[config.mk]
export PLATFORM = sky130hd
export DESIGN_NAME = givens_pe
export DESIGN_NICKNAME = d
export VERILOG_FILES = /design/src/cordic_pkg.sv /design/src/pe_pkg.sv /design/src/cordic_segment.sv /design/src/cordic_vr.sv /design/src/givens_pe.sv
export VERILOG_INCLUDE_DIRS = /design/src /design/src/src
export SDC_FILE = /design/constraint.sdc
export NUM_CORES = 2
export LEC_CHECK = 0
export ABC_AREA = 1
export BUFFER_PORTS_ARGS = -buffer_cell sky130_fd_sc_hd__buf_2
export CAP_MARGIN = 20
export CORE_MARGIN = 4
export CORE_UTILIZATION = 50
export CTS_BUF_LIST = sky130_fd_sc_hd__clkbuf_4 sky130_fd_sc_hd__clkbuf_8
export DETAILED_ROUTE_END_ITERATION = 8
export PLACE_DENSITY = 0.78
export SYNTH_ARGS = -nofsm -noshare
export SYNTH_HDL_FRONTEND = slang
export SYNTH_SLANG_ARGS = --single-unit
export TNS_END_PERCENT = 30
[constraint.sdc]
create_clock -name clk -period 17.5 [get_ports clk]
set_input_delay 1.75 -clock clk [delete_from_list [all_inputs] [get_ports clk]]
set_output_delay 1.75 -clock clk [all_outputs]
set_load 0.005 [all_outputs]
[src/cordic_params.svh]
`ifndef CORDIC_PARAMS_SVH
`define CORDIC_PARAMS_SVH

// sample and direction vector widths
`define CORDIC_DATA_W    18
`define CORDIC_ANGLE_W   14

// micro-rotations per pipeline segment, shifts 0..3, 4..8 and 9..13
`define CORDIC_SEG0_LEN  4
`define CORDIC_SEG1_LEN  5
`define CORDIC_SEG2_LEN  5

`define CORDIC_LATENCY   4    // three segments plus gain stage

// 1/1.6468 in Q1.14
`define CORDIC_GAIN_W    15
`define CORDIC_GAIN_FRAC 14
`define CORDIC_GAIN_K    15'sd9949

`endif

[src/cordic_pkg.sv]
`default_nettype none

`include "cordic_params.svh"

package cordic_pkg;

    typedef logic signed [`CORDIC_DATA_W-1:0] data_t;
    typedef logic signed [`CORDIC_DATA_W:0]   ext_t;    // one guard bit for growth
    typedef logic [`CORDIC_ANGLE_W-1:0]       dir_t;    // 1 = signs differed
    typedef logic [`CORDIC_LATENCY-2:0]       seg_valid_t;

    typedef enum logic {
        VECTOR = 1'b0,
        ROTATE = 1'b1
    } mode_e;

    // spread one flag per segment over the direction bits it owns
    function automatic dir_t seg_mask(seg_valid_t v);
        dir_t m;
        for (int i = 0; i < `CORDIC_ANGLE_W; i++) begin
            if (i < `CORDIC_SEG0_LEN) begin
                m[i] = v[0];
            end else if (i < `CORDIC_SEG0_LEN + `CORDIC_SEG1_LEN) begin
                m[i] = v[1];
            end else begin
                m[i] = v[2];
            end
        end
        return m;
    endfunction

endpackage

`default_nettype wire

[src/pe_pkg.sv]
`default_nettype none

package pe_pkg;

    localparam int LANES = 2;

    typedef enum logic [1:0] {
        BOTH_VECTOR        = 2'b00,
        BOTH_ROTATE        = 2'b01,
        SWAP_VECTOR_ROTATE = 2'b10,   // lane 1 follows lane 0's fresh bits
        SWAP_ROTATE        = 2'b11
    } scheme_e;

    typedef logic [LANES-1:0] lane_valid_t;

endpackage

`default_nettype wire

[src/cordic_segment.sv]
`default_nettype none

module cordic_segment #(
    parameter int FIRST_SHIFT = 0,
    parameter int LEN         = 4
) (
    input  wire                      clk,
    input  wire                      rst_n,
    input  wire cordic_pkg::mode_e   mode_i,
    input  wire cordic_pkg::ext_t    x_i,
    input  wire cordic_pkg::ext_t    y_i,
    input  wire [LEN-1:0]            dir_i,
    output cordic_pkg::ext_t         x_o,
    output cordic_pkg::ext_t         y_o,
    output logic [LEN-1:0]           dir_o
);

    localparam int MSB = $bits(cordic_pkg::ext_t) - 1;

    cordic_pkg::ext_t xs [0:LEN];
    cordic_pkg::ext_t ys [0:LEN];
    logic [LEN-1:0]   dir_sel;

    // unrolled shift-and-add chain
    always_comb begin
        xs[0] = x_i;
        ys[0] = y_i;
        for (int k = 0; k < LEN; k++) begin
            if (mode_i == cordic_pkg::VECTOR) begin
                dir_sel[k] = xs[k][MSB] ^ ys[k][MSB];   // drive y toward zero
            end else begin
                dir_sel[k] = dir_i[k];
            end
            if (dir_sel[k]) begin
                xs[k+1] = xs[k] - (ys[k] >>> (FIRST_SHIFT + k));
                ys[k+1] = ys[k] + (xs[k] >>> (FIRST_SHIFT + k));
            end else begin
                xs[k+1] = xs[k] + (ys[k] >>> (FIRST_SHIFT + k));
                ys[k+1] = ys[k] - (xs[k] >>> (FIRST_SHIFT + k));
            end
        end
    end

    assign dir_o = (mode_i == cordic_pkg::VECTOR) ? dir_sel : '0;

    always_ff @(posedge clk or negedge rst_n) begin
        if (!rst_n) begin
            x_o <= '0;
            y_o <= '0;
        end else begin
            x_o <= xs[LEN];
            y_o <= ys[LEN];
        end
    end

endmodule

`default_nettype wire

[src/cordic_vr.sv]
`default_nettype none

`include "cordic_params.svh"

module cordic_vr (
    input  wire                      clk,
    input  wire                      rst_n,
    input  wire                      start_i,
    input  wire cordic_pkg::mode_e   mode_i,
    input  wire cordic_pkg::data_t   x_i,
    input  wire cordic_pkg::data_t   y_i,
    input  wire cordic_pkg::dir_t    dir_i,
    output cordic_pkg::data_t        x_o,
    output cordic_pkg::data_t        y_o,
    output cordic_pkg::dir_t         dir_o,
    output cordic_pkg::seg_valid_t   dir_valid_o
);

    localparam int SEG1_LO = `CORDIC_SEG0_LEN;
    localparam int SEG2_LO = `CORDIC_SEG0_LEN + `CORDIC_SEG1_LEN;
    localparam int PROD_W  = $bits(cordic_pkg::ext_t) + `CORDIC_GAIN_W;
    localparam logic signed [`CORDIC_GAIN_W-1:0] GAIN_K = `CORDIC_GAIN_K;

    cordic_pkg::mode_e        mode_eff;
    cordic_pkg::mode_e        mode_q [0:`CORDIC_LATENCY-3];
    cordic_pkg::ext_t         x_ext;
    cordic_pkg::ext_t         y_ext;
    cordic_pkg::ext_t         x_s0;
    cordic_pkg::ext_t         y_s0;
    cordic_pkg::ext_t         x_s1;
    cordic_pkg::ext_t         y_s1;
    cordic_pkg::ext_t         x_s2;
    cordic_pkg::ext_t         y_s2;
    logic signed [PROD_W-1:0] x_prod;
    logic signed [PROD_W-1:0] y_prod;

    always_comb begin
        if (start_i) begin
            mode_eff = mode_i;
        end else begin
            mode_eff = cordic_pkg::ROTATE;  // idle lane never reports directions
        end
    end

    assign x_ext = {x_i[`CORDIC_DATA_W-1], x_i};
    assign y_ext = {y_i[`CORDIC_DATA_W-1], y_i};

    cordic_segment #(.FIRST_SHIFT(0), .LEN(`CORDIC_SEG0_LEN)) i_seg0 (
        .clk(clk), .rst_n(rst_n), .mode_i(mode_eff),
        .x_i(x_ext), .y_i(y_ext), .dir_i(dir_i[SEG1_LO-1:0]),
        .x_o(x_s0), .y_o(y_s0), .dir_o(dir_o[SEG1_LO-1:0])
    );

    cordic_segment #(.FIRST_SHIFT(SEG1_LO), .LEN(`CORDIC_SEG1_LEN)) i_seg1 (
        .clk(clk), .rst_n(rst_n), .mode_i(mode_q[0]),
        .x_i(x_s0), .y_i(y_s0), .dir_i(dir_i[SEG2_LO-1:SEG1_LO]),
        .x_o(x_s1), .y_o(y_s1), .dir_o(dir_o[SEG2_LO-1:SEG1_LO])
    );

    cordic_segment #(.FIRST_SHIFT(SEG2_LO), .LEN(`CORDIC_SEG2_LEN)) i_seg2 (
        .clk(clk), .rst_n(rst_n), .mode_i(mode_q[1]),
        .x_i(x_s1), .y_i(y_s1), .dir_i(dir_i[`CORDIC_ANGLE_W-1:SEG2_LO]),
        .x_o(x_s2), .y_o(y_s2), .dir_o(dir_o[`CORDIC_ANGLE_W-1:SEG2_LO])
    );

    assign dir_valid_o = {mode_q[1] == cordic_pkg::VECTOR,
                          mode_q[0] == cordic_pkg::VECTOR,
                          mode_eff == cordic_pkg::VECTOR};

    assign x_prod = x_s2 * GAIN_K;
    assign y_prod = y_s2 * GAIN_K;

    always_ff @(posedge clk or negedge rst_n) begin
        if (!rst_n) begin
            for (int i = 0; i < `CORDIC_LATENCY - 2; i++) begin
                mode_q[i] <= cordic_pkg::ROTATE;
            end
            x_o <= '0;
            y_o <= '0;
        end else begin
            mode_q[0] <= mode_eff;
            for (int i = 1; i < `CORDIC_LATENCY - 2; i++) begin
                mode_q[i] <= mode_q[i-1];
            end
            // drop the Q1.14 fraction of the gain
            x_o <= x_prod[`CORDIC_GAIN_FRAC+`CORDIC_DATA_W-1:`CORDIC_GAIN_FRAC];
            y_o <= y_prod[`CORDIC_GAIN_FRAC+`CORDIC_DATA_W-1:`CORDIC_GAIN_FRAC];
        end
    end

    // a vectoring launch leaves y close to the x axis
    vector_conv_a: assert property (@(posedge clk) disable iff (!rst_n)
        $past(mode_q[1] == cordic_pkg::VECTOR) |->
            ((y_s2 < 0) ? -y_s2 : y_s2) <= (((x_s2 < 0) ? -x_s2 : x_s2) >>> 11) + 32);

endmodule

`default_nettype wire

[src/givens_pe.sv]
`default_nettype none

`include "cordic_params.svh"

module givens_pe (
    input  wire                        clk,
    input  wire                        rst_n,
    input  wire pe_pkg::lane_valid_t   lane_valid_i,
    input  wire pe_pkg::scheme_e       scheme_i,
    input  wire cordic_pkg::data_t     x0_i,
    input  wire cordic_pkg::data_t     y0_i,
    input  wire cordic_pkg::data_t     x1_i,
    input  wire cordic_pkg::data_t     y1_i,
    input  wire cordic_pkg::dir_t      angle0_i,
    input  wire cordic_pkg::dir_t      angle1_i,
    output cordic_pkg::data_t          x0_o,
    output cordic_pkg::data_t          y0_o,
    output cordic_pkg::data_t          x1_o,
    output cordic_pkg::data_t          y1_o,
    output cordic_pkg::dir_t           dir0_o,
    output cordic_pkg::dir_t           dir1_o,
    output cordic_pkg::seg_valid_t     dir_valid0_o,
    output cordic_pkg::seg_valid_t     dir_valid1_o
);

    logic                       swap_now;
    logic [`CORDIC_LATENCY-1:0] swap_q;
    cordic_pkg::mode_e          mode0;
    cordic_pkg::mode_e          mode1;
    cordic_pkg::data_t          lane0_y_in;
    cordic_pkg::data_t          lane1_x_in;
    cordic_pkg::data_t          lane0_x_out;
    cordic_pkg::data_t          lane0_y_out;
    cordic_pkg::data_t          lane1_x_out;
    cordic_pkg::data_t          lane1_y_out;
    cordic_pkg::dir_t           lane0_dir;
    cordic_pkg::dir_t           lane1_dir;
    cordic_pkg::seg_valid_t     lane0_flags;
    cordic_pkg::seg_valid_t     lane1_flags;
    cordic_pkg::seg_valid_t     swap_seg;
    cordic_pkg::dir_t           swap_bits;

    always_comb begin
        swap_now = 1'b0;
        mode0    = cordic_pkg::ROTATE;
        mode1    = cordic_pkg::ROTATE;
        case (scheme_i)
            pe_pkg::BOTH_VECTOR: begin
                mode0 = cordic_pkg::VECTOR;
                mode1 = cordic_pkg::VECTOR;
            end
            pe_pkg::BOTH_ROTATE: begin
                swap_now = 1'b0;
            end
            pe_pkg::SWAP_VECTOR_ROTATE: begin
                swap_now = 1'b1;
                mode0    = cordic_pkg::VECTOR;
            end
            pe_pkg::SWAP_ROTATE: begin
                swap_now = 1'b1;
            end
        endcase
    end

    // lane 0 takes (x0, x1), lane 1 takes (y0, y1) when swapped
    assign lane0_y_in = swap_now ? x1_i : y0_i;
    assign lane1_x_in = swap_now ? y0_i : x1_i;

    always_ff @(posedge clk or negedge rst_n) begin
        if (!rst_n) begin
            swap_q <= '0;
        end else begin
            swap_q <= {swap_q[`CORDIC_LATENCY-2:0], swap_now};
        end
    end

    cordic_vr i_lane0 (
        .clk(clk), .rst_n(rst_n), .start_i(lane_valid_i[0]), .mode_i(mode0),
        .x_i(x0_i), .y_i(lane0_y_in), .dir_i(angle0_i),
        .x_o(lane0_x_out), .y_o(lane0_y_out), .dir_o(lane0_dir), .dir_valid_o(lane0_flags)
    );

    cordic_vr i_lane1 (
        .clk(clk), .rst_n(rst_n), .start_i(lane_valid_i[1]), .mode_i(mode1),
        .x_i(lane1_x_in), .y_i(y1_i), .dir_i(angle1_i),
        .x_o(lane1_x_out), .y_o(lane1_y_out), .dir_o(lane1_dir), .dir_valid_o(lane1_flags)
    );

    assign x0_o = lane0_x_out;
    assign y0_o = swap_q[`CORDIC_LATENCY-1] ? lane1_x_out : lane0_y_out;
    assign x1_o = swap_q[`CORDIC_LATENCY-1] ? lane0_y_out : lane1_x_out;
    assign y1_o = lane1_y_out;

    // swap flag as seen by each segment in its own cycle
    assign swap_seg  = {swap_q[1], swap_q[0], swap_now};
    assign swap_bits = cordic_pkg::seg_mask(swap_seg);

    assign dir0_o       = lane0_dir;
    assign dir1_o       = (lane1_dir & ~swap_bits) | (lane0_dir & swap_bits);
    assign dir_valid0_o = lane0_flags;
    assign dir_valid1_o = (lane1_flags & ~swap_seg) | (lane0_flags & swap_seg);

    scheme_known_a: assert property (@(posedge clk) disable iff (!rst_n)
        !$isunknown(scheme_i));

endmodule

`default_nettype wire

==> flow_metrics.tcl <==
set metrics [dict create \
    start_util_pct 50.3 \
    hold_path.class "flip-flop to flip-flop" \
    grt_pass1_wl_um 434000 \
    antenna_found_initial 14 \
    worst_pin_slew_ps 1070 \
    seq_area_um2 7710 \
    final_area_um2 104000 \
    routed_wl_um 268000 \
    ys_seq_elements 308 \
    die_x_um 448 \
    synth_edf_count 0 \
    grt_max_degree 91 \
    worstSetupPathType "input port to output port" \
    cts_hold_buffers 0 \
    cp-end-kind "output port" \
    crit_fanout 20 \
    max_slew_margin_pct 28.4 \
    cts_tree "done" \
    status "finished clean" \
    core_um2 192000 \
    cts.clk_slew.worst_paths_ps 80 \
    htree_levels 2 \
    hp-start "swap_q[2]$_DFF_PN0_" \
    layout_common_cells "inv_1, nand2_1, ha_1, a21oi_1, xor2_1" \
    crit_top_cell "nand2_1" \
    cts_made_buffers 60 \
    grt_pass1_vias 86100 \
    wl_per_cell_um 15.7 \
    max_cap_violations 0 \
    grt_use_total_pct 26.3 \
    post-place-ws_ps 137 \
    arrival_ps 14350 \
    antenna_left 0 \
    ctsLongestPathBuffers 3 \
    dr.pass1.iters 7 \
    finalSetupViolCount 0 \
    finClkSkew_ps 110 \
    globalRouteOverflowTotal 0 \
    cp_data_required_time_ps 15750 \
    r2r_cells 111 \
    syn_to_final_growth_pct 7.12 \
    max_stage_delay_ps 380 \
    drive_above_1_share_pct 5.86 \
    ys_warn_count 0 \
    async_flop_share_pct 100 \
    reg2reg_from "i_lane0.mode_q[0]$_DFF_PN1_" \
    cts.sinks 308 \
    final-max-slew-violation-count 0 \
    gp_congestion 0.996 \
    multi_input_area_um2 77200 \
    fin_nets 16800 \
    die-area_um2 200000 \
    fin_crit_sh_pct 92.0 \
    vias_per_cell 5.27 \
    dpl.hpwl_um 236000 \
    place_area_um2 102000 \
    r2r_slack_ps 1570 \
    fillers 18800 \
    ios 212 \
    timing.final.ws_setup_ps 1400 \
    ys_types 66 \
    max_freq_mhz 62.1 \
    io_buffers 211 \
    crit_path_top_delay_cell "ha_1" \
    cts_root_buf "clkbuf_8" \
    cp-start-kind "input port" \
    drtIter0Drc 6084 \
    timing.final.crit_period_ps 16100 \
    syn-num-nets 16400 \
    synth_cells 14200 \
    hold_viol 0 \
    route.detailed.drc 0 \
    seq_area_frac_synth_pct 7.98 \
    rows 161 \
    synth.avg_cell_area_um2 6.82 \
    fp.dieH_um 448 \
    holdPathStages 0 \
    ys.flop_type "dfrtp_1" \
    layout_commonest_cell "inv_1" \
    insertion_delay_ps 850 \
    cp-startpoint "angle0_i[9]" \
    vias 90100 \
    syn_area_um2 96700 \
]
-- per-stage QoR --
| stage | utilization (%) | setup TNS [ps] | std cells | hold slack (ps) |
|---|---|---|---|---|
| after CTS | 53.6 | 0 | 17100 | 417 |
| after floorplan | - | 0 | 14200 | 331 |
| after global routing | 53.8 | -202 | 17100 | 416 |
| final | 53.8 | 0 | 17100 | 421 |
| after detailed placement | 52.9 | 0 | 17000 | 380 |
| after global placement | 52.9 | 0 | 17000 | 374 |
-- final timing paths --
kind | endpoint
worst max register to register | i_lane0.i_seg2.y_o[18]$_DFF_PN0_
worst min-delay path | swap_q[3]$_DFF_PN0_
min in group asynchronous | i_lane0.x_o[0]$_DFF_PN0_
worst max-delay path | dir1_o[13]
max in group asynchronous | i_lane0.i_seg0.y_o[5]$_DFF_PN0_
worst min register to register | swap_q[3]$_DFF_PN0_
-- cell usage after synthesis (48+ instances only) --
library cell / count / area [um2]
a21o_1: 58 / 435
a21oi_1: 1142 / 5720
a31oi_1: 62 / 388
clkbuf_1: 88 / 330
dfrtp_1: 304 / 7610
fa_1: 564 / 11300
ha_1: 1585 / 19800
inv_1: 2951 / 11100
nand2_1: 2686 / 10100
nand2_2: 77 / 482
nand3_1: 697 / 3490
nand3b_1: 54 / 405
nand4_1: 86 / 538
nor2_1: 821 / 3080
nor3_1: 218 / 1090
o21ai_0: 661 / 3310
o21ai_1: 58 / 290
o21bai_1: 124 / 931
o31ai_1: 48 / 360
or2_2: 48 / 300
xnor2_1: 267 / 2340
xor2_1: 1137 / 9960
-- cell type report --
type | count | share of cell area (%)
Antenna cell | 6 | 0.0145
Clock buffer | 76 | 0.992
Clock inverter | 35 | 0.377
Inverter | 3009 | 10.9
Multi-Input combinational cell | 10700 | 74.6
Sequential cell | 308 | 7.45
Tap cell | 2526 | 3.05
Timing Repair Buffer | 428 | 2.60
Timing Repair inverter | 1 | 0.00483
-- repair_timing --
action | CTS | global route
endpoints found under the setup margin | 0 | 68
buffers inserted | 0 | 17
gates resized for setup | 0 | 100
-- critical path: cells and delay by family --
kind            cells  cell delay, ps
compound gates     18            2990
simple gates       46            4650
buf+inv            13            1650
xor+xnor            5            1050
fa+ha+maj           7            2190
-- cell families (layout without fill, tap and decap cells) --
group                    after synthesis  count (layout)  synth area share, %
other                                  0               6                    0
AND/OR/NAND/NOR                     4820            4820                 21.3
buffers and inverters               3154            3549                 12.5
adder cells (fa/ha/maj)             2149            2149                 32.2
multiplexers                           3               3               0.0311
XOR/XNOR                            1404            1404                 12.7
AO/OA/AOI/OAI                       2332            2332                 13.3
flip-flops                           308             308                 7.98
-- per-layer routing --
layer,wire length (um),GRT usage [%]
met5,0,0
met4,10800,9.46
met3,15200,2.78
met2,123000,44.6
met1,119000,34.7
Power is not shown: default switching activity piles up to over one toggle a cycle in this logic, so the estimate is an artifact.
