===== config.mk =====
export PLATFORM = sky130hd
export DESIGN_NAME = angle_store
export DESIGN_NICKNAME = d
export VERILOG_FILES = /design/src/cordic_pkg.sv /design/src/angle_store.sv
export VERILOG_INCLUDE_DIRS = /design/src /design/src/src
export SDC_FILE = /design/constraint.sdc
export NUM_CORES = 1
export LEC_CHECK = 0
export BUFFER_PORTS_ARGS = -buffer_cell sky130_fd_sc_hd__buf_2
export CAP_MARGIN = 20
export CORE_MARGIN = 2
export CORE_UTILIZATION = 32
export CTS_CLUSTER_DIAMETER = 80
export DETAILED_ROUTE_END_ITERATION = 6
export PLACE_DENSITY_LB_ADDON = 0.25
export SYNTH_ARGS = -nofsm -noshare
export SYNTH_HDL_FRONTEND = slang
export SYNTH_SLANG_ARGS = --single-unit

===== constraint.sdc =====
create_clock -name clk -period 0.8 [get_ports clk]
set_clock_uncertainty 0.05 [all_clocks]
set_input_delay 0.04 -clock clk [delete_from_list [all_inputs] [get_ports clk]]
set_output_delay 0.04 -clock clk [all_outputs]
set_load 0.005 [all_outputs]

===== src/cordic_params.svh =====
`ifndef CORDIC_PARAMS_SVH
`define CORDIC_PARAMS_SVH

// sample and direction vector widths
`define CORDIC_DATA_W    18
`define CORDIC_ANGLE_W   14

// micro-rotations per pipeline segment, shifts 0..3, 4..8 and 9..13
`define CORDIC_SEG0_LEN  4
`define CORDIC_SEG1_LEN  5
`define CORDIC_SEG2_LEN  5

`define CORDIC_LATENCY   4    // three segments plus gain stage

// 1/1.6468 in Q1.14
`define CORDIC_GAIN_W    15
`define CORDIC_GAIN_FRAC 14
`define CORDIC_GAIN_K    15'sd9949

`endif


===== src/cordic_pkg.sv =====
`default_nettype none

`include "cordic_params.svh"

package cordic_pkg;

    typedef logic signed [`CORDIC_DATA_W-1:0] data_t;
    typedef logic signed [`CORDIC_DATA_W:0]   ext_t;    // one guard bit for growth
    typedef logic [`CORDIC_ANGLE_W-1:0]       dir_t;    // 1 = signs differed
    typedef logic [`CORDIC_LATENCY-2:0]       seg_valid_t;

    typedef enum logic {
        VECTOR = 1'b0,
        ROTATE = 1'b1
    } mode_e;

    // spread one flag per segment over the direction bits it owns
    function automatic dir_t seg_mask(seg_valid_t v);
        dir_t m;
        for (int i = 0; i < `CORDIC_ANGLE_W; i++) begin
            if (i < `CORDIC_SEG0_LEN) begin
                m[i] = v[0];
            end else if (i < `CORDIC_SEG0_LEN + `CORDIC_SEG1_LEN) begin
                m[i] = v[1];
            end else begin
                m[i] = v[2];
            end
        end
        return m;
    endfunction

endpackage

`default_nettype wire


===== src/angle_store.sv =====
`default_nettype none

module angle_store (
    input  wire                         clk,
    input  wire                         rst_n,
    input  wire cordic_pkg::dir_t       dir0_i,
    input  wire cordic_pkg::dir_t       dir1_i,
    input  wire cordic_pkg::seg_valid_t dir_valid0_i,
    input  wire cordic_pkg::seg_valid_t dir_valid1_i,
    output cordic_pkg::dir_t            angle0_o,
    output cordic_pkg::dir_t            angle1_o,
    output cordic_pkg::dir_t            angle0_fwd_o,
    output cordic_pkg::dir_t            angle1_fwd_o
);

    cordic_pkg::dir_t mask0;
    cordic_pkg::dir_t mask1;

    assign mask0 = cordic_pkg::seg_mask(dir_valid0_i);
    assign mask1 = cordic_pkg::seg_mask(dir_valid1_i);

    // fresh segments bypass the register
    assign angle0_fwd_o = (angle0_o & ~mask0) | (dir0_i & mask0);
    assign angle1_fwd_o = (angle1_o & ~mask1) | (dir1_i & mask1);

    always_ff @(posedge clk or negedge rst_n) begin
        if (!rst_n) begin
            angle0_o <= '0;
            angle1_o <= '0;
        end else begin
            angle0_o <= angle0_fwd_o;
            angle1_o <= angle1_fwd_o;
        end
    end

    // a vectoring result arrives one segment per cycle
    seg_order0_a: assert property (@(posedge clk) disable iff (!rst_n)
        (dir_valid0_i[2:1] & ~$past(dir_valid0_i[1:0])) == '0);
    seg_order1_a: assert property (@(posedge clk) disable iff (!rst_n)
        (dir_valid1_i[2:1] & ~$past(dir_valid1_i[1:0])) == '0);

endmodule

`default_nettype wire


==> flow_summary.yaml, run 1 <==
run_status:
  status: "complete, but fails checks"
  violations: "hold timing, setup timing"
timing:
  worst_pin_slew_ps: 317
  finalCritPeriodShare_pct: 154
  relSlewSlack_pct: 78.9
  fin_crit_ps: 1230
  whs_ps: -93.1
  hold_viol_final: 21
  slew_violations: 0
  setup_violations: 84
  grt_setup_unrepaired: "yes"
  fmax_ghz: 0.812
  setup_ws_ps: -432
clock_network:
  cts_hold_buffers: 1
  clk-insertion-delay-late_ps: 310
  cts_buffers: 3
  clockBufferDepth: 2
  htree_levels: 1
  cts_tree: "built"
  root_buffer: "clkbuf_4"
  path_clk_slew_ps: 140
  clock-sinks: 28
die:
  floorplan.initialDensity_pct: 33.6
  row_count: 20
  chipHeight_microns: 60.3
  die_area_sq_mm: 0.00364
  die_w_microns: 60.3
  core_sq_mm: 0.00303
  io_pins: 92
setup_path:
  cp-end-kind: "output pin"
  startpoint_type: "flip-flop"
  worstPathMaxFanout: 2
  crit_type: "reg2out"
  required_ps: 710
  cp.arrival_ps: 1140
placement:
  place_inst: 193
  gp_congestion: 0.678
  hpwl_mm: 1.92
  port_buffers: 91
final_layout:
  nNetsFinal: 202
  antenna_cells: 0
  nFillCells: 220
  drive_gt1_share_pct: 82.4
  area_growth_pct: 89.3
  instances_no_fill: 209
  finish.utilization_pct: 63.5
power:
  ir_drop_uv: 791
  p_total_mw: 3.29
  power.density_mw_per_mm2: 1710
  total_leakage_power_nw: 1.03
grt:
  grt_max_degree: 17
  grt.overflow.total: 0
  grt_pass1_vias: 906
  grt_pass1_wl_mm: 3.83
  grt_usage_pct: 13.9
  antenna_found_initial: 0
route:
  num_vias: 924
  antenna_left: 0
  drt_iter0_markers: 28
  wl_per_cell_microns: 13.0
  viasPerCell: 4.42
  wirelength_mm: 2.72
  drc: 0
  first_pass_iters: 4
synth:
  avgSynthCellArea_sq_um: 18.1
  yosysSeqAreaShare_pct: 69.0
  syn_inst: 56
  ys.warnings.count: 0
  syn-num-nets: 92
  ys_types: 2
  syn-cell-area_sq_mm: 0.00102
  ys_seq_elements: 28
job:
  drv_cap: 0
worst_hold_path:
  min_path_type: "in2reg"
cell usage in the layout (no fill, tap or decap), drive strengths merged:
cell type / netlist / layout
buf: 0 / 104
clkbuf: 0 / 4
dfrtp: 28 / 28
dlygate4sd3: 0 / 1
mux2: 28 / 28
repair_timing:
item | CTS | global route
setup endpoints to repair | 84 | 84
gates cloned | 0 | 0
setup buffers | 7 | 7
gates resized for setup | 28 | 25
hold endpoints to repair | 55 | 27
cell usage after synthesis:
cell type  count  area, sq um
mux2_2        28          315
dfrtp_1       28          701
logic make-up after synthesis:
kind of cell	after synthesis	synth area share, %
muxes	28	31.0
DFF	28	69.0
routing by layer:
metal	GRT usage, %	part of all wire, %
met2	25.9	51
met1	15.0	38
met5	0	0
met4	4.76	0.44
met3	4.05	11
worst paths after layout:
| check | startpoint | endpoint | slack [ps] | depth (start not counted) |
|---|---|---|---|---|
| setup / recovery | angle0_o[12] | angle0_fwd_o[12] | -430 | 2 |
| hold / removal | dir0_i[0] | angle0_o[0] | -90 | 2 |
| setup reg to reg | angle0_o[12] | angle0_o[12] | -380 | 4 |
| hold reg to reg | angle0_o[0] | angle0_o[0] | 490 | 1 |
| max in group asynchronous | rst_n | angle1_o[9] | 250 | 3 |
| min in group asynchronous | rst_n | angle1_o[4] | 80 | 2 |
power breakdown:
part / switching, mW / internal (mW) / total, mW
clock: 0.386 / 0.278 / 0.664
combinational: 0.341 / 0.661 / 1.00
sequential: 0.0714 / 1.56 / 1.63
total: 0.798 / 2.49 / 3.29
state kept, by name, indices dropped and copies added, names as in the netlist:
name	flops
angle0_o	14
angle1_o	14
stage by stage:
stage          hold WS [ps]  cell area (sq um)  TNS [ps]  setup WS, ps
2_1_floorplan          -306               1020      -543         -19.4
3_3_place_gp           -107               1550      -849         -59.1
3_5_place_dp          -97.7               1550     -1220         -77.8
4_1_cts                -114               1790    -17690          -450
5_1_grt                -123               1920    -21400          -492
6_report              -93.1               1920    -17220          -432
worst max-delay path: stages (launching register included):
cell,delay [ps]
dfrtp_1,420
mux2_4,290
buf_6,120
cell type report:
type | instances | area [sq um] | share of cell area (%)
tap | 44 | 55.1 | 2.86
sequential | 28 | 701 | 36.4
timing repair buffer | 105 | 744 | 38.7
clock buffer | 4 | 36.3 | 1.89
multi-input combinational | 28 | 387 | 20.1
Note: power is estimated with default switching activity, not from simulation.
==> inputs of run 2 (changes only) <==
--- a/config.mk
+++ b/config.mk
@@ -6,11 +6,10 @@
 export SDC_FILE = /design/constraint.sdc
 export NUM_CORES = 1
 export LEC_CHECK = 0
-export BUFFER_PORTS_ARGS = -buffer_cell sky130_fd_sc_hd__buf_2
+export BUFFER_PORTS_ARGS = -buffer_cell sky130_fd_sc_hd__buf_4
 export CAP_MARGIN = 20
 export CORE_MARGIN = 2
 export CORE_UTILIZATION = 32
-export CTS_CLUSTER_DIAMETER = 80
 export DETAILED_ROUTE_END_ITERATION = 6
 export PLACE_DENSITY_LB_ADDON = 0.25
 export SYNTH_ARGS = -nofsm -noshare
==> run 2 against run 1 <==
The run still ends with hold timing, setup timing left. Die area unchanged. Sequential power about the same. Wire length increased by 44%. Sequential cell count unchanged. Global-route usage increased by 6.7 points. Clock power decreased by 16%. Critical path depth unchanged. Register-to-register slack improved by 100 ps.
==> flow_summary.yaml, run 2 (synthesis gave the netlist of run 1 again) <==
run_status:
  status: "complete, but fails checks"
  violations: "hold timing, setup timing"
grt:
  grt_usage_pct: 20.6
  grt.overflow.total: 0
  antenna_found_initial: 0
  grt_pass1_wl_mm: 5.44
  grt_pass1_vias: 1156
  grt_max_degree: 29
final_layout:
  antenna_cells: 0
  nNetsFinal: 234
  finish.utilization_pct: 84.2
  seqCellArea_sq_um: 701
  drive_gt1_share_pct: 85.2
  design_area_sq_mm: 0.00255
  area_growth_pct: 151
  nFillCells: 170
  top_regs: "angle0_o: 14 flops, angle1_o: 14 flops"
  multi_input_area_sq_um: 417
  layout_common_cells: "buf_6, buf_4, dfrtp_1"
  layout_commonest_cell: "buf_6"
  instances_no_fill: 240
power:
  ir_drop_uv: 1060
  power.density_mw_per_mm2: 1520
  power.switching_mw: 0.956
  pwr-share-seq_pct: 42.8
  total_leakage_power_nw: 1.33
  intPower_mw: 2.92
  swShare_pct: 24.7
  combPwrFrac_pct: 42.8
  pwr-share-clk_pct: 14.4
die:
  chipHeight_microns: 60.3
  row_count: 20
  io_pins: 92
  core_sq_mm: 0.00303
  floorplan.initialDensity_pct: 33.6
  die_area_sq_mm: 0.00364
  die_w_microns: 60.3
setup_path:
  worstPathMaxFanout: 2
  timing.rr.start: "angle0_o[7]"
  cpMaxStageDelayCell: "dfrtp_1"
  path_buf_inv: 1
  startpoint_type: "flip-flop"
  crit_type: "reg2out"
  cp-startpoint: "angle1_o[4]"
  crit_family: "flip-flops"
  rrSetupSlack_ps: -280
  required_ps: 710
  max_stage_delay_ps: 440
  cp-end-kind: "output pin"
  crit_chain: "mux2_4 > buf_6"
  cp.arrival_ps: 1160
clock_network:
  root_buffer: "clkbuf_4"
  clk-insertion-delay-late_ps: 310
  cts_tree: "built"
  clock-sinks: 28
  cts_hold_buffers: 1
  clockBufferDepth: 2
  cts_buffers: 3
  path_clk_slew_ps: 140
  htree_levels: 1
route:
  drc: 0
  num_vias: 1073
  wl_per_cell_microns: 16.3
  antenna_left: 0
  viasPerCell: 4.47
  wirelength_mm: 3.91
  first_pass_iters: 2
  drt_iter0_markers: 32
timing:
  worst_pin_slew_ps: 352
  finalCritPeriodShare_pct: 156
  hold_viol_final: 19
  fmax_ghz: 0.801
  setup_violations: 84
  whs_ps: -85.4
  fin_crit_ps: 1250
  slew_violations: 0
  grt_setup_unrepaired: "yes"
  setup_ws_ps: -449
  relSlewSlack_pct: 76.5
placement:
  gp_congestion: 0.659
  post_dp_cell_area_sq_mm: 0.00178
  place_inst: 195
  port_buffers: 91
  dp_slack_ps: -95.3
job:
  drv_cap: 0
worst_hold_path:
  min_from: "dir1_i[9]"
  min_path_type: "in2reg"
run 2: cell types whose count changed in the layout (fill, tap and decap cells not counted), sizes merged:
cell	delta
buf	+32
clkbuf	-1
run 2: per-layer routing:
metal  track usage, %  wire length [microns]  up-vias
met3             5.97                    375        4
met2             39.6                   2110       63
li1                 -                      -      481
met1             22.1                   1390      525
met5                0                      0        -
met4             4.76                     33        0
run 2: final cells by class:
class	count	share of cell area, %
Multi-Input combinational cell	28	16.3
Sequential cell	28	27.5
Tap cell	44	2.16
Clock buffer	3	0.884
Timing Repair Buffer	137	53.1
run 2: path summary, 6_finish.rpt:
check / endpoint / cells past startpoint
worst max-delay path: angle1_fwd_o[4] / 2
worst min-delay path: angle1_o[9] / 2
worst max register to register: angle0_o[7] / 3
worst min register to register: angle0_o[5] / 1
max in group asynchronous: angle0_o[0] / 2
min in group asynchronous: angle0_o[8] / 2
run 2: through the flow:
step / hold WS, ps / total power, mW / TNS [ps]
after floorplan: -306 / 1.87 / -543
after global placement: -77.6 / 2.52 / -1300
after detailed placement: -75.2 / 2.55 / -1950
after CTS: -98.6 / 3.76 / -21400
after global routing: -110 / 4.06 / -25020
final: -85.4 / 3.87 / -22140
run 2: what timing repair did:
item / in CTS / in global routing
hold endpoints to repair: 56 / 25
setup buffers: 38 / 17
resized for setup: 96 / 28
endpoints found under the setup margin: 84 / 84
run 2: power by group through the flow:
| stage | Sequential [mW] | Combinational (mW) | Clock [mW] |
|---|---|---|---|
| 5_1_grt | 1.67 | 1.76 | 0.627 |
| 3_5_place_dp | 1.66 | 0.890 | 0 |
| 6_report | 1.66 | 1.66 | 0.557 |
| 2_1_floorplan | 1.66 | 0.209 | 0 |
| 3_3_place_gp | 1.65 | 0.872 | 0 |
| 4_1_cts | 1.63 | 1.54 | 0.586 |
==> inputs of run 3 (changes only) <==
--- a/config.mk
+++ b/config.mk
@@ -11,7 +11,8 @@
 export CORE_MARGIN = 2
 export CORE_UTILIZATION = 32
 export DETAILED_ROUTE_END_ITERATION = 6
-export PLACE_DENSITY_LB_ADDON = 0.25
+export MAX_ROUTING_LAYER = met4
+export PLACE_DENSITY = 0.75
 export SYNTH_ARGS = -nofsm -noshare
 export SYNTH_HDL_FRONTEND = slang
 export SYNTH_SLANG_ARGS = --single-unit
==> run 3 against run 2 <==
The flow still finishes with violations (hold timing, setup timing). Sequential share of layout area shrank 1.3 points. Register-to-register slack is essentially flat. Sequential cell count is the same. First-iteration DRC count shrank 63%. Cell count grew 3.8%. Hold slack lost 19 ps. Clock power grew 71%. Die area is the same. Count of clock-buffer cells in the layout is the same. Via count grew 3.0%. Global-route usage grew 3.0 points. Sequential power is essentially flat.
==> flow_summary.yaml, run 3 (synthesis gave the netlist of run 1 again) <==
setup_path:
  startpoint_type: "flip-flop"
  cp-startpoint: "angle1_o[10]"
  required_ps: 710
  timing.rr.start: "angle1_o[0]"
  cp-end-kind: "output pin"
  crit_type: "reg2out"
  cp.arrival_ps: 1190
  worstPathMaxFanout: 2
die:
  row_count: 20
  floorplan.initialDensity_pct: 33.6
  chipHeight_microns: 60.3
  core_sq_mm: 0.00303
  io_pins: 92
  die_w_microns: 60.3
  die_area_sq_mm: 0.00364
power:
  ir_drop_uv: 1050
  p_total_mw: 4.39
  power.density_mw_per_mm2: 1640
  total_leakage_power_nw: 1.40
route:
  num_vias: 1105
  drc: 0
  wirelength_mm: 4.51
  viasPerCell: 4.44
  drt_iter0_markers: 12
  wl_per_cell_microns: 18.1
  antenna_left: 0
  first_pass_iters: 4
placement:
  gp_congestion: 0.667
  port_buffers: 91
  hpwl_mm: 2.20
final_layout:
  finish.utilization_pct: 88.3
  antenna_cells: 0
  nFillCells: 129
  layout_common_cells: "buf_6, buf_4, mux2_4, dfrtp_1, clkbuf_4"
  top_regs: "angle0_o: 14 flops, angle1_o: 14 flops"
  multi_input_area_sq_um: 420
  area_growth_pct: 163
  seqCellArea_sq_um: 701
  nNetsFinal: 242
  layout_commonest_cell: "buf_6"
  drive_gt1_share_pct: 85.9
clock_network:
  cts_buffers: 3
  clock-sinks: 28
  htree_levels: 1
  cts_tree: "built"
  clockBufferDepth: 2
  path_clk_slew_ps: 160
  cts_hold_buffers: 1
  clk-insertion-delay-late_ps: 330
  root_buffer: "clkbuf_4"
grt:
  grt.overflow.total: 0
  antenna_found_initial: 0
  grt_usage_pct: 23.6
  grt_max_degree: 29
  grt_pass1_wl_mm: 5.98
  grt_pass1_vias: 1162
worst_hold_path:
  min_path_type: "in2reg"
  min_from: "dir1_i[9]"
timing:
  setup_violations: 84
  slew_violations: 0
  finalCritPeriodShare_pct: 160
  fin_crit_ps: 1280
  whs_ps: -104
  fmax_ghz: 0.781
  fin_tns_setup_ps: -24580
  worst_pin_slew_ps: 368
  hold_viol_final: 22
  relSlewSlack_pct: 75.5
  setup_ws_ps: -480
  grt_setup_unrepaired: "yes"
job:
  drv_cap: 0
run_status:
  status: "complete, but fails checks"
  violations: "hold timing, setup timing"
## run 3: per-stage QoR
| stage | setup WS, ps | hold slack (ps) | std cells | area (sq um) |
|---|---|---|---|---|
| after floorplan | -19.4 | -306 | 56 | 1020 |
| after global placement | -68.8 | -79.2 | 196 | 1790 |
| after detailed placement | -89.4 | -66.4 | 196 | 1790 |
| after CTS | -461 | -116 | 240 | 2490 |
| after global routing | -517 | -123 | 249 | 2670 |
| final | -480 | -104 | 249 | 2670 |
## run 3: report_power, final
| group | switching [mW] | internal, mW |
|---|---|---|
| Combinational | 0.526 | 1.26 |
| Sequential | 0.100 | 1.56 |
| Clock | 0.443 | 0.506 |
## run 3: worst max-delay path, stage by stage, from the launching register on
cell and delay (ps):
dfrtp_1 440, mux2_4 300, buf_6 120
## run 3: final timing paths
kind / endpoint / cells past startpoint / slack (ps)
worst max-delay path: angle1_fwd_o[10] / 2 / -480
worst max register to register: angle1_o[0] / 3 / -280
worst min-delay path: angle1_o[9] / 2 / -100
min in group asynchronous: angle1_o[13] / 2 / 90
max in group asynchronous: angle1_o[12] / 2 / 340
worst min register to register: angle0_o[11] / 1 / 500
## run 3: final cells by class
cell class	count	share of cell area, %
tap	44	2.06
clock inverter	1	1.12
sequential	28	26.2
timing repair buffer	145	54.0
multi-input combinational	28	15.7
clock buffer	3	0.843
## run 3: timing repair
action | 4_1_cts | 5_1_grt
gates resized for setup | 92 | 45
setup buffers | 41 | 29
hold endpoints to repair | 55 | 23
endpoints found under the setup margin | 84 | 84
## run 3: routing by layer
layer	up-vias	part of all wire, %	global-route usage, %	wire length [microns]
met5	-	0	-	0
met4	0	1.9	8.89	85
li1	500	-	-	-
met2	53	59	43.3	2680
met3	6	5.3	4.05	237
met1	546	33	25.1	1510
